==> config.mk <==
export PLATFORM = sky130hd
export DESIGN_NAME = pitaya_fe_top
export DESIGN_NICKNAME = d
export VERILOG_FILES = /design/src/hdl/fe_pkg.sv /design/src/hdl/cal_cfg_if.sv /design/src/hdl/pitaya_fe_top.sv /design/src/hdl/dac_output.sv /design/src/hdl/linear_cal.sv /design/src/hdl/adc_capture.sv /design/src/hdl/fe_apb_regs.sv
export SDC_FILE = /design/constraint.sdc
export NUM_CORES = 2
export LEC_CHECK = 0
export BUFFER_PORTS_ARGS = -buffer_cell sky130_fd_sc_hd__buf_2
export CORE_MARGIN = 4
export CORE_UTILIZATION = 45
export CTS_BUF_LIST = sky130_fd_sc_hd__clkbuf_4 sky130_fd_sc_hd__clkbuf_8
export DETAILED_ROUTE_END_ITERATION = 10
export SKIP_CTS_REPAIR_TIMING = 1
export SLEW_MARGIN = 15
export SYNTH_ARGS = -nofsm -noshare
export SYNTH_HDL_FRONTEND = slang
export SYNTH_HIERARCHICAL = 1
export SYNTH_SLANG_ARGS = --single-unit
==> constraint.sdc <==
create_clock -name adc_clk -period 14.32 [get_ports adc_clk]
set_clock_uncertainty 0.15 [all_clocks]
set_input_delay 1.432 -clock adc_clk [delete_from_list [all_inputs] [get_ports adc_clk]]
set_output_delay 1.432 -clock adc_clk [all_outputs]
set_load 0.005 [all_outputs]
==> src/hdl/fe_pkg.sv <==
// analog front end package
// sample and gain widths, stream sample types, the calibration
// register word and the APB register map shared by all blocks

package fe_pkg;

  ////////////////////////////////////////////////////////////
  // widths
  ////////////////////////////////////////////////////////////

  // ADC/DAC sample width
  localparam int unsigned SMP_W     = 14;
  // gain width and its binary point
  localparam int unsigned MUL_W     = 16;
  localparam int unsigned CAL_SHIFT = 14;
  // register bus
  localparam int unsigned APB_AW    = 8;
  localparam int unsigned APB_DW    = 32;

  ////////////////////////////////////////////////////////////
  // types
  ////////////////////////////////////////////////////////////

  typedef logic signed [SMP_W-1:0] sample_t;
  // offset binary word on the converter pins
  typedef logic        [SMP_W-1:0] raw_t;
  typedef logic signed [MUL_W-1:0] mul_t;
  typedef logic signed [SMP_W-1:0] sum_t;

  typedef logic [APB_AW-1:0] addr_t;
  typedef logic [APB_DW-1:0] data_t;

  // datapath view of a calibration register
  typedef struct packed {
    mul_t       mul;
    logic [1:0] rsv;
    sum_t       sum;
  } cal_fields_t;

  // bus side sees raw, datapath side sees cal
  typedef union packed {
    data_t       raw;
    cal_fields_t cal;
  } cal_word_u;

  ////////////////////////////////////////////////////////////
  // constants and register map
  ////////////////////////////////////////////////////////////

  // 1.0 in the gain format
  localparam mul_t  MUL_UNITY = 16'h4000;
  // calibration word after reset: unity gain, no offset
  localparam data_t CAL_RST   = {MUL_UNITY, {(APB_DW-MUL_W){1'b0}}};
  // reserved bits 15:14 read back as zero
  localparam data_t CAL_MASK  = {{MUL_W{1'b1}}, 2'b00, {SMP_W{1'b1}}};
  // DAC code for zero output
  localparam raw_t  DAC_MID   = {1'b1, {(SMP_W-1){1'b0}}};

  localparam addr_t REG_CTRL    = 8'h00;
  localparam addr_t REG_ADC_CAL = 8'h10;
  localparam addr_t REG_DAC_CAL = 8'h20;
  // control register fields
  localparam int unsigned CTRL_LOOP_BIT = 0;

  // converter code <-> two's complement
  // msb kept, the rest inverted (negative slope)
  function automatic sample_t code_to_smp(raw_t code);
    return {code[SMP_W-1], ~code[SMP_W-2:0]};
  endfunction

  function automatic raw_t smp_to_code(sample_t smp);
    return {smp[SMP_W-1], ~smp[SMP_W-2:0]};
  endfunction

endpackage
==> src/hdl/cal_cfg_if.sv <==
// calibration and loopback settings
// carries gain/offset per channel for both paths and the
// digital loopback enable from the register block to the datapath

interface cal_cfg_if #(
  parameter int unsigned NUM_CH = 2
);

  // ADC side gain/offset
  fe_pkg::mul_t [NUM_CH-1:0] adc_mul;
  fe_pkg::sum_t [NUM_CH-1:0] adc_sum;
  // DAC side gain/offset
  fe_pkg::mul_t [NUM_CH-1:0] dac_mul;
  fe_pkg::sum_t [NUM_CH-1:0] dac_sum;
  // DAC stream fed back into ADC path
  logic                      digital_loop;

  // register block owns everything
  modport regs (output adc_mul, adc_sum, dac_mul, dac_sum, digital_loop);
  // acquisition side
  modport adc  (input adc_mul, adc_sum, digital_loop);
  // generation side
  modport dac  (input dac_mul, dac_sum);

endinterface

==> src/hdl/pitaya_fe_top.sv <==
// analog front end top level
// two ADC and two DAC channels with gain/offset calibration,
// digital loopback from DAC to ADC, and an APB register block
// everything on adc_clk, asynchronous active high top_rst

module pitaya_fe_top #(
  parameter int unsigned NUM_CH = 2
)(
  input  logic                         adc_clk,
  input  logic                         top_rst,
  // APB slave
  input  logic                         psel_i,
  input  logic                         penable_i,
  input  logic                         pwrite_i,
  input  fe_pkg::addr_t                paddr_i,
  input  fe_pkg::data_t                pwdata_i,
  output fe_pkg::data_t                prdata_o,
  output logic                         pready_o,
  output logic                         pslverr_o,
  // ADC pins
  input  fe_pkg::raw_t    [NUM_CH-1:0] adc_dat_i,
  // generator stream
  input  logic                         dac_vld_i,
  input  fe_pkg::sample_t [NUM_CH-1:0] dac_smp_i,
  // acquisition stream
  output logic                         osc_vld_o,
  output fe_pkg::sample_t [NUM_CH-1:0] osc_dat_o,
  // DAC pins
  output fe_pkg::raw_t                 dac_dat_o,
  output logic                         dac_sel_o
);

  ////////////////////////////////////////////////////////////
  // local signals
  ////////////////////////////////////////////////////////////

  // capture -> ADC calibration
  logic                         cap_vld;
  fe_pkg::sample_t [NUM_CH-1:0] cap_smp;
  // DAC calibration -> output stage and loopback
  logic                         dcl_vld;
  fe_pkg::sample_t [NUM_CH-1:0] dcl_smp;

  cal_cfg_if #(.NUM_CH (NUM_CH)) cfg ();

  ////////////////////////////////////////////////////////////
  // registers
  ////////////////////////////////////////////////////////////

  fe_apb_regs #(.NUM_CH (NUM_CH)) regs (
    .adc_clk   (adc_clk),
    .top_rst   (top_rst),
    .psel_i    (psel_i),
    .penable_i (penable_i),
    .pwrite_i  (pwrite_i),
    .paddr_i   (paddr_i),
    .pwdata_i  (pwdata_i),
    .prdata_o  (prdata_o),
    .pready_o  (pready_o),
    .pslverr_o (pslverr_o),
    .cfg       (cfg)
  );

  ////////////////////////////////////////////////////////////
  // ADC path
  ////////////////////////////////////////////////////////////

  adc_capture #(.NUM_CH (NUM_CH)) capture (
    .adc_clk    (adc_clk),
    .top_rst    (top_rst),
    .cfg        (cfg),
    .adc_dat_i  (adc_dat_i),
    // loopback taken at the DAC output stage input
    .loop_smp_i (dcl_smp),
    .vld_o      (cap_vld),
    .smp_o      (cap_smp)
  );

  linear_cal #(.NUM_CH (NUM_CH)) adc_cal (
    .adc_clk (adc_clk),
    .top_rst (top_rst),
    .vld_i   (cap_vld),
    .smp_i   (cap_smp),
    .mul_i   (cfg.adc_mul),
    .sum_i   (cfg.adc_sum),
    .vld_o   (osc_vld_o),
    .smp_o   (osc_dat_o)
  );

  ////////////////////////////////////////////////////////////
  // DAC path
  ////////////////////////////////////////////////////////////

  linear_cal #(.NUM_CH (NUM_CH)) dac_cal (
    .adc_clk (adc_clk),
    .top_rst (top_rst),
    .vld_i   (dac_vld_i),
    .smp_i   (dac_smp_i),
    .mul_i   (cfg.dac_mul),
    .sum_i   (cfg.dac_sum),
    .vld_o   (dcl_vld),
    .smp_o   (dcl_smp)
  );

  dac_output #(.NUM_CH (NUM_CH)) dac_out (
    .adc_clk   (adc_clk),
    .top_rst   (top_rst),
    .vld_i     (dcl_vld),
    .smp_i     (dcl_smp),
    .dac_dat_o (dac_dat_o),
    .dac_sel_o (dac_sel_o)
  );

endmodule

==> src/hdl/dac_output.sv <==
// DAC output stage
// holds the last valid sample pair and interleaves the channels
// onto the shared DAC bus, select toggling every cycle
// select high carries channel 0, midscale while in reset

module dac_output #(
  parameter int unsigned NUM_CH = 2
)(
  input  logic                         adc_clk,
  input  logic                         top_rst,
  // calibrated stream in
  input  logic                         vld_i,
  input  fe_pkg::sample_t [NUM_CH-1:0] smp_i,
  // DAC pins
  output fe_pkg::raw_t                 dac_dat_o,
  output logic                         dac_sel_o
);

  // pair held between valid samples
  fe_pkg::sample_t [NUM_CH-1:0] hold_q;
  // new pair when valid, else the held one
  fe_pkg::sample_t [NUM_CH-1:0] pick;

  assign pick = vld_i ? smp_i : hold_q;

  always_ff @(posedge adc_clk) begin
    if (vld_i) begin
      hold_q <= smp_i;
    end
  end

  // select and data move together
  // next select is ~dac_sel_o, so the channel index is dac_sel_o
  // sel low now -> sel high next -> channel 0
  always_ff @(posedge adc_clk, posedge top_rst) begin
    if (top_rst) begin
      dac_sel_o <= 1'b0;
      dac_dat_o <= fe_pkg::DAC_MID;
    end else begin
      dac_sel_o <= ~dac_sel_o;
      dac_dat_o <= fe_pkg::smp_to_code(pick[dac_sel_o]);
    end
  end

endmodule

==> src/hdl/linear_cal.sv <==
// linear calibration, y = sat((x * mul) >>> CAL_SHIFT + sum)
// two register stages: product, then shift/offset/saturate
// same block serves the ADC and the DAC path

module linear_cal #(
  parameter int unsigned NUM_CH = 2
)(
  input  logic                         adc_clk,
  input  logic                         top_rst,
  // stream in
  input  logic                         vld_i,
  input  fe_pkg::sample_t [NUM_CH-1:0] smp_i,
  // per channel gain/offset
  input  fe_pkg::mul_t    [NUM_CH-1:0] mul_i,
  input  fe_pkg::sum_t    [NUM_CH-1:0] sum_i,
  // stream out
  output logic                         vld_o,
  output fe_pkg::sample_t [NUM_CH-1:0] smp_o
);

  // full product, shifted product, and one guard bit for the offset
  localparam int unsigned PRD_W = fe_pkg::SMP_W + fe_pkg::MUL_W;
  localparam int unsigned SHF_W = PRD_W - fe_pkg::CAL_SHIFT;
  localparam int unsigned ACC_W = SHF_W + 1;
  localparam int unsigned SW    = fe_pkg::SMP_W;

  logic                    vld_q;
  logic signed [PRD_W-1:0] prd_q [NUM_CH];
  logic signed [SHF_W-1:0] shf   [NUM_CH];
  logic signed [ACC_W-1:0] acc   [NUM_CH];
  fe_pkg::sample_t         sat   [NUM_CH];

  ////////////////////////////////////////////////////////////
  // stage 1 multiply
  ////////////////////////////////////////////////////////////

  always_ff @(posedge adc_clk) begin
    for (int i = 0; i < NUM_CH; i++) begin
      prd_q[i] <= $signed(smp_i[i]) * $signed(mul_i[i]);
    end
  end

  ////////////////////////////////////////////////////////////
  // stage 2 shift, offset, saturate
  ////////////////////////////////////////////////////////////

  always_comb begin
    for (int i = 0; i < NUM_CH; i++) begin
      shf[i] = SHF_W'(prd_q[i] >>> fe_pkg::CAL_SHIFT);
      // sign extended add, cannot overflow ACC_W
      acc[i] = {shf[i][SHF_W-1], shf[i]} + ACC_W'($signed(sum_i[i]));
      // in range when all bits above the sample msb match it
      if (&acc[i][ACC_W-1:SW-1] || ~|acc[i][ACC_W-1:SW-1]) begin
        sat[i] = acc[i][SW-1:0];
      end else begin
        sat[i] = {acc[i][ACC_W-1], {(SW-1){~acc[i][ACC_W-1]}}};
      end
    end
  end

  always_ff @(posedge adc_clk) begin
    for (int i = 0; i < NUM_CH; i++) begin
      smp_o[i] <= sat[i];
    end
  end

  // valid follows the data through both stages
  always_ff @(posedge adc_clk, posedge top_rst) begin
    if (top_rst) begin
      vld_q <= 1'b0;
      vld_o <= 1'b0;
    end else begin
      vld_q <= vld_i;
      vld_o <= vld_q;
    end
  end

endmodule

==> src/hdl/adc_capture.sv <==
// ADC capture stage
// registers the raw converter words, turns inverted offset binary
// into two's complement and optionally swaps in the DAC loopback

module adc_capture #(
  parameter int unsigned NUM_CH = 2
)(
  input  logic                         adc_clk,
  input  logic                         top_rst,
  // loopback enable
  cal_cfg_if.adc                       cfg,
  // converter pins
  input  fe_pkg::raw_t    [NUM_CH-1:0] adc_dat_i,
  // calibrated DAC samples
  input  fe_pkg::sample_t [NUM_CH-1:0] loop_smp_i,
  // stream out
  output logic                         vld_o,
  output fe_pkg::sample_t [NUM_CH-1:0] smp_o
);

  // input register, ideally packed into the IO block
  fe_pkg::raw_t raw_q [NUM_CH];

  always_ff @(posedge adc_clk) begin
    for (int i = 0; i < NUM_CH; i++) begin
      raw_q[i] <= adc_dat_i[i];
    end
  end

  // ADC runs every cycle
  // so valid is just reset release, one flop late
  always_ff @(posedge adc_clk, posedge top_rst) begin
    if (top_rst) begin
      vld_o <= 1'b0;
    end else begin
      vld_o <= 1'b1;
    end
  end

  // code conversion and loopback mux
  always_comb begin
    for (int i = 0; i < NUM_CH; i++) begin
      if (cfg.digital_loop) begin
        smp_o[i] = loop_smp_i[i];
      end else begin
        smp_o[i] = fe_pkg::code_to_smp(raw_q[i]);
      end
    end
  end

endmodule

==> src/hdl/fe_apb_regs.sv <==
// front end register block
// APB slave, zero wait states, holding the control register
// (digital loopback) and one calibration word per channel and path
// unmapped offsets answer with pslverr, reads of them return zero

module fe_apb_regs #(
  parameter int unsigned NUM_CH = 2
)(
  input  logic                 adc_clk,
  input  logic                 top_rst,
  // APB slave
  input  logic                 psel_i,
  input  logic                 penable_i,
  input  logic                 pwrite_i,
  input  fe_pkg::addr_t        paddr_i,
  input  fe_pkg::data_t        pwdata_i,
  output fe_pkg::data_t        prdata_o,
  output logic                 pready_o,
  output logic                 pslverr_o,
  // settings towards the datapath
  cal_cfg_if.regs              cfg
);

  ////////////////////////////////////////////////////////////
  // address decode
  ////////////////////////////////////////////////////////////

  logic              access;
  logic              wr_en;
  logic              ctrl_hit;
  logic [NUM_CH-1:0] adc_hit;
  logic [NUM_CH-1:0] dac_hit;
  logic              map_hit;

  // register storage
  logic              loop_q;
  fe_pkg::cal_word_u adc_cal_q [NUM_CH];
  fe_pkg::cal_word_u dac_cal_q [NUM_CH];

  // access phase of a selected transfer
  assign access = psel_i & penable_i;
  assign wr_en  = access & pwrite_i;

  assign ctrl_hit = (paddr_i == fe_pkg::REG_CTRL);

  // channel i lives at base + 4*i
  always_comb begin
    for (int i = 0; i < NUM_CH; i++) begin
      adc_hit[i] = (paddr_i == fe_pkg::addr_t'(fe_pkg::REG_ADC_CAL + 4*i));
      dac_hit[i] = (paddr_i == fe_pkg::addr_t'(fe_pkg::REG_DAC_CAL + 4*i));
    end
  end

  assign map_hit = ctrl_hit | (|adc_hit) | (|dac_hit);

  ////////////////////////////////////////////////////////////
  // bus response
  ////////////////////////////////////////////////////////////

  // no wait states
  assign pready_o  = access;
  assign pslverr_o = access & ~map_hit;

  // read mux, zero when nothing matches
  always_comb begin
    prdata_o = '0;
    if (ctrl_hit) begin
      prdata_o[fe_pkg::CTRL_LOOP_BIT] = loop_q;
    end
    for (int i = 0; i < NUM_CH; i++) begin
      if (adc_hit[i]) begin
        prdata_o = adc_cal_q[i].raw;
      end
      if (dac_hit[i]) begin
        prdata_o = dac_cal_q[i].raw;
      end
    end
  end

  ////////////////////////////////////////////////////////////
  // registers
  ////////////////////////////////////////////////////////////

  // writes land on the access edge
  always_ff @(posedge adc_clk, posedge top_rst) begin
    if (top_rst) begin
      loop_q <= 1'b0;
      for (int i = 0; i < NUM_CH; i++) begin
        adc_cal_q[i].raw <= fe_pkg::CAL_RST;
        dac_cal_q[i].raw <= fe_pkg::CAL_RST;
      end
    end else if (wr_en) begin
      if (ctrl_hit) begin
        loop_q <= pwdata_i[fe_pkg::CTRL_LOOP_BIT];
      end
      // reserved bits dropped on the way in
      for (int i = 0; i < NUM_CH; i++) begin
        if (adc_hit[i]) begin
          adc_cal_q[i].raw <= pwdata_i & fe_pkg::CAL_MASK;
        end
        if (dac_hit[i]) begin
          dac_cal_q[i].raw <= pwdata_i & fe_pkg::CAL_MASK;
        end
      end
    end
  end

  // datapath sees the field view
  assign cfg.digital_loop = loop_q;

  for (genvar i = 0; i < NUM_CH; i++) begin : g_cfg
    assign cfg.adc_mul[i] = adc_cal_q[i].cal.mul;
    assign cfg.adc_sum[i] = adc_cal_q[i].cal.sum;
    assign cfg.dac_mul[i] = dac_cal_q[i].cal.mul;
    assign cfg.dac_sum[i] = dac_cal_q[i].cal.sum;
  end : g_cfg

endmodule

Yosys cells after proc, flatten, opt, wreduce, memory -nomap -nowiden
Memories as Yosys holds them, arrays and structs flattened. Index checks and enable logic that the tools add are counted.

Register bits: 225. Latch bits: 0. Memory bits (writable): 148. ROM bits: 0. Input bits: 102. Word-level logic and storage cells: 86. Memories kept: 3.

Add/subtract/negate cells: 4. $mul: 4. Divide/modulo/power cells: 0. $lt $le $gt $ge: 1. Eq/ne operators: 4. Shifts and indexed selects: 0. Muxes and demuxes: 14. Bitwise gates (word level): 14. Reduce and logical (&&, ||, !) cells: 24.

Memories: adc_cal.prd_q (words 2, width 30, rd ports 2, clocked after memory_dff 0, write ports 2, line linear_cal.sv:28) `logic signed [PRD_W-1:0] prd_q [NUM_CH];`; dac_cal.prd_q (words 2, width 30, rd ports 2, clocked after memory_dff 0, write ports 2, line linear_cal.sv:28); capture.raw_q (words 2, width 14, rd ports 2, clocked after memory_dff 0, write ports 2, line adc_capture.sv:22) `fe_pkg::raw_t raw_q [NUM_CH];`.

Operators with widths (count): two-way mux 32 bit (4); multiplier 14 x 16 -> 30 bit (4); two-way mux 14 bit (8); adder 16 x 14 -> 17 bit (4); inverter 13 bit (3); two-way mux 28 bit (1); == test 8 x 5 -> 1 bit (second input constant) (2); == test 8 x 6 -> 1 bit (second input constant) (2); AND reduction 4 bit (4); OR reduction 4 bit (4); AND reduction 2 bit (5); zero test 8 bit (1); inverter 1 bit (6); zero test 1 bit (4); logical OR 1 bit (4); OR reduction 2 bit (2); AND 1 bit (3); < comparator 1 x 2 -> 1 bit (second input constant) (1); OR 1 bit (2); two-way mux 1 bit (1).

Logic depth before layout (Yosys ltp)
Depth in word-level cells: 6. Gate-level depth with buffers: 28. Mapped depth without buffers: 25.

Modules after synthesis
Netlist, hierarchy kept.

By module, submodules not included: linear_cal (adc_cal) (times used 1, cells each 2034, area an instance 18903.1 µm²); linear_cal (dac_cal) (times used 1, cells each 2036, area an instance 18849.3 µm²); fe_apb_regs (times used 1, cells each 509, area an instance 5667.9 µm²); dac_output (times used 1, cells each 106, area an instance 1705.4 µm²); adc_capture (times used 1, cells each 91, area an instance 998.5 µm²).

Worst setup path after synthesis
No wires, ideal clock.

Path type: input to register. From: input port dac_smp_i[19] (netlist bit). To: memory dac_cal/prd_q[0][58] (netlist bit). Setup time: 0.123 ns. Arrival: 6.728 ns. Path slack: 7.318 ns. Stages: 20. Path buffers: 1. Path through: clkbuf_1 -> nand2_1 -> fa_1 -> fa_1 -> inv_1 -> fa_1 -> fa_1 -> fa_1 -> inv_1 -> fa_1 -> inv_1 -> ha_1 -> and2_1 -> and4_1 -> a221oi_1 -> o21a_1 -> o21ai_0 -> o41ai_2 -> o21bai_1 -> xor2_1.

RTL lines: start, declared (line pitaya_fe_top.sv:24) `input fe_pkg::sample_t [NUM_CH-1:0] dac_smp_i,`; end, declared (line linear_cal.sv:28).

==> impl_metrics.json <==
{
  "outcome": "completed",
  "drt_iter0_markers": 1517,
  "ir_drop_v": 0.000135,
  "power.net_switching_uw": 1790,
  "place_inst": 6171,
  "ant_nets": 0,
  "hp-class": "register to register",
  "fmax_ghz": 0.131,
  "grt_busiest_layer": "met2",
  "ios": 180,
  "seqPwrFrac": 0.290,
  "tightest_slew_ps": 1040,
  "synth_area_leaders": "fa_1, ha_1, inv_1",
  "final_area_mm2": 0.0493,
  "critPathLaunchType": "register",
  "synth-seq-cells": 317,
  "grtUsageTotal": 0.229,
  "grt_first_pass_wirelength_um": 193000,
  "setup_viol": 0,
  "syn_area_mm2": 0.0461,
  "pre_cts_ws_ps": 6640,
  "synthFlopType": "dfxtp_1",
  "placed_area_mm2": 0.0481,
  "synth.top_cells.by_count": "inv_1, fa_1, and2_1",
  "p_comb_frac": 0.500,
  "dr.pass1.iters": 5,
  "synth-async-reset-ratio": 0.445,
  "grt_pass1_vias": 34632,
  "fill_cells": 9716,
  "synth.most_common_cell": "inv_1",
  "port_buffers": 175,
  "grt_max_degree": 65,
  "worstSetupEndpointType": "register",
  "grt_util_met1": 0.310,
  "synth_top_area_frac": 0.380,
  "maxSlewViolCount": 0,
  "seq_area_mm2": 0.00706,
  "cts.sinks": 317,
  "wirelength_um": 119000,
  "yosys_warnings": 6,
  "die_y_um": 328,
  "clk_path_buf_depth": 3,
  "powerDensity_mw_per_mm2": 87.0,
  "synth.avg_cell_area_um2": 9.66,
  "drcViolationCount": 0,
  "areaGrowthSynthToFinish_pct": 6.99,
  "required_ps": 14760,
  "place_congestion": 0.903,
  "internal-power_uw": 2500,
  "vias": 32100,
  "yosysSeqAreaShare": 0.153,
  "die_area_mm2": 0.108,
  "cts_root_buffer": "clkbuf_8",
  "max_slew_margin": 0.306,
  "clk_pin_slew_ps": 60,
  "die_width_um": 328,
  "grtUsageMet3": 0.0425,
  "multi_input_area_mm2": 0.0344,
  "switching_share": 0.417,
  "clkPwrFrac": 0.210,
  "critPathMaxFanout": 53,
  "cts_inserted_buffers": 55,
  "wire_per_inst_um": 18.9,
  "max_cap_viol_count": 0,
  "insertion_delay_ps": 680,
  "fin_crit_sh": 0.535,
  "min_period_ps": 7660,
  "fin_cells": 6280,
  "coreArea_mm2": 0.102,
  "cts_tree": "built",
  "grt_setup_unrepaired": "no",
  "start_util": 0.453,
  "dp.final_hpwl_um": 98700,
  "setup.worst_path.class": "register to register",
  "hold_viol_final": 0,
  "antenna_found_initial": 11,
  "use_met2": 0.379,
  "std_cell_rows": 117,
  "fin_total_pwr_uw": 4290,
  "synth_edf_count": 0,
  "power.leakage_uw": 0.0252,
  "setup_tns_ps": 0,
  "syn_inst": 4776,
  "ys_types": 85,
  "synth_area_leader_cell": "fa_1",
  "drive_above_1_share": 0.104,
  "finalWorstSetupSlack_ps": 6660,
  "htree_levels": 2,
  "cp.arrival_ps": 8100,
  "nets": 6174,
  "overflow": 0,
  "drt-vias-per-instance": 5.11
}
final cells by class:
class                      instances  area share
antenna                            9    0.000456
sequential                       317       0.143
timing repair buffer             207      0.0226
tap                             1368      0.0347
multi-input combinational       3248       0.696
inverter                        1031      0.0785
clock buffer                      87      0.0216
clock inverter                    13     0.00269
power by group through the flow:
| stage | Combinational (uW) | Sequential (uW) | Clock [uW] |
|---|---|---|---|
| after floorplan | 1600 | 1170 | 0 |
| after global placement | 2130 | 1260 | 0 |
| after detailed placement | 2160 | 1270 | 0 |
| after CTS | 2170 | 1250 | 922 |
| after global routing | 2460 | 1260 | 963 |
| final | 2150 | 1250 | 900 |
through the flow:
step / hold slack [ps] / util
2_1_floorplan: 181 / -
3_3_place_gp: 182 / 0.473
3_5_place_dp: 190 / 0.473
4_1_cts: 214 / 0.485
5_1_grt: 219 / 0.485
6_report: 205 / 0.485
placed cells by master (no fill, tap or decap), types with 7 or more instances in the layout:
cell	count
or3_1	20
nand3_1	21
o21bai_1	10
o21a_1	18
diode_2	9
buf_2	175
nor2_1	135
ha_1	336
nand4_1	17
dfxtp_1	176
o21ai_1	10
nor3_1	24
a211oi_1	7
clkbuf_8	66
a21oi_1	123
nand2_1	477
o32ai_1	19
buf_4	32
o21ai_2	33
fa_1	876
o21ai_0	134
and3_1	11
xor2_1	44
a21o_1	43
mux2_1	7
inv_1	1030
o211ai_1	8
mux4_2	10
dfrtp_1	134
a31oi_1	8
mux2_2	124
nor2b_1	16
and2_1	479
clkbuf_4	21
xnor2_1	96
nand2b_1	34
critical path, cell delays in order, from the launching register on:
cell      delay (ps)
dfrtp_2          370
buf_4            520
o21ai_2          410
and2_1           270
fa_1             530
inv_1             50
fa_1             480
inv_1             60
fa_1             500
inv_1             50
fa_1             530
inv_1             60
fa_1             480
inv_1             50
fa_1             490
inv_1             40
ha_1             280
a21o_1           160
a211oi_1         240
nor2_1           100
o41a_1           470
o21ai_0          410
nand3_1          210
a31o_2           290
a21oi_1          170
xnor2_1          130
per-layer routing:
layer	share of wire	routed length (um)	vias to the layer above
li1	-	-	14732
met1	0.43	51000	16481
met2	0.48	56500	726
met3	0.065	7690	159
met4	0.031	3710	2
met5	0.000092	11	-
sequential cells by signal, indices dropped and copies added, names as in the netlist, 14 cells and up:
signal and count:
adc_cal/prd_q 32, adc_cal/smp_o 28, capture/raw_q 28, dac_cal/prd_q 32, dac_cal/smp_o 28, dac_out/dac_dat_o 14
dac_out/hold_q 28, regs/cfg.adc_mul 32, regs/cfg.adc_sum 28, regs/cfg.dac_mul 32, regs/cfg.dac_sum 28
logic make-up (layout without fill, tap and decap cells):
group / Yosys count / count (layout) / share of synthesized area
adder cells (fa/ha/maj): 1212 / 1212 / 0.471
AND/OR/NAND/NOR: 1261 / 1261 / 0.138
XOR/XNOR: 140 / 140 / 0.0266
flip-flops: 317 / 317 / 0.153
other: 2 / 12 / 0.000163
buffers and inverters: 1212 / 1338 / 0.102
multiplexers: 150 / 150 / 0.0404
AO/OA/AOI/OAI: 482 / 482 / 0.0680
path summary, 6_finish.rpt:
| check | start | endpoint | slack (ps) | cells after the start |
|---|---|---|---|---|
| min in group asynchronous | top_rst | capture/vld_o | 620 | 2 |
| setup reg to reg | regs/cfg.digital_loop | adc_cal/prd_q[0][59] | 6660 | 25 |
| hold reg to reg | adc_cal/vld_q | adc_cal/vld_o | 210 | 0 |
| hold / removal | adc_cal/vld_q | adc_cal/vld_o | 210 | 0 |
| max in group asynchronous | top_rst | regs/cfg.digital_loop | 11910 | 3 |
| setup / recovery | regs/cfg.digital_loop | adc_cal/prd_q[0][59] | 6660 | 25 |
No activity file was read; power rests on OpenSTA's default activity.
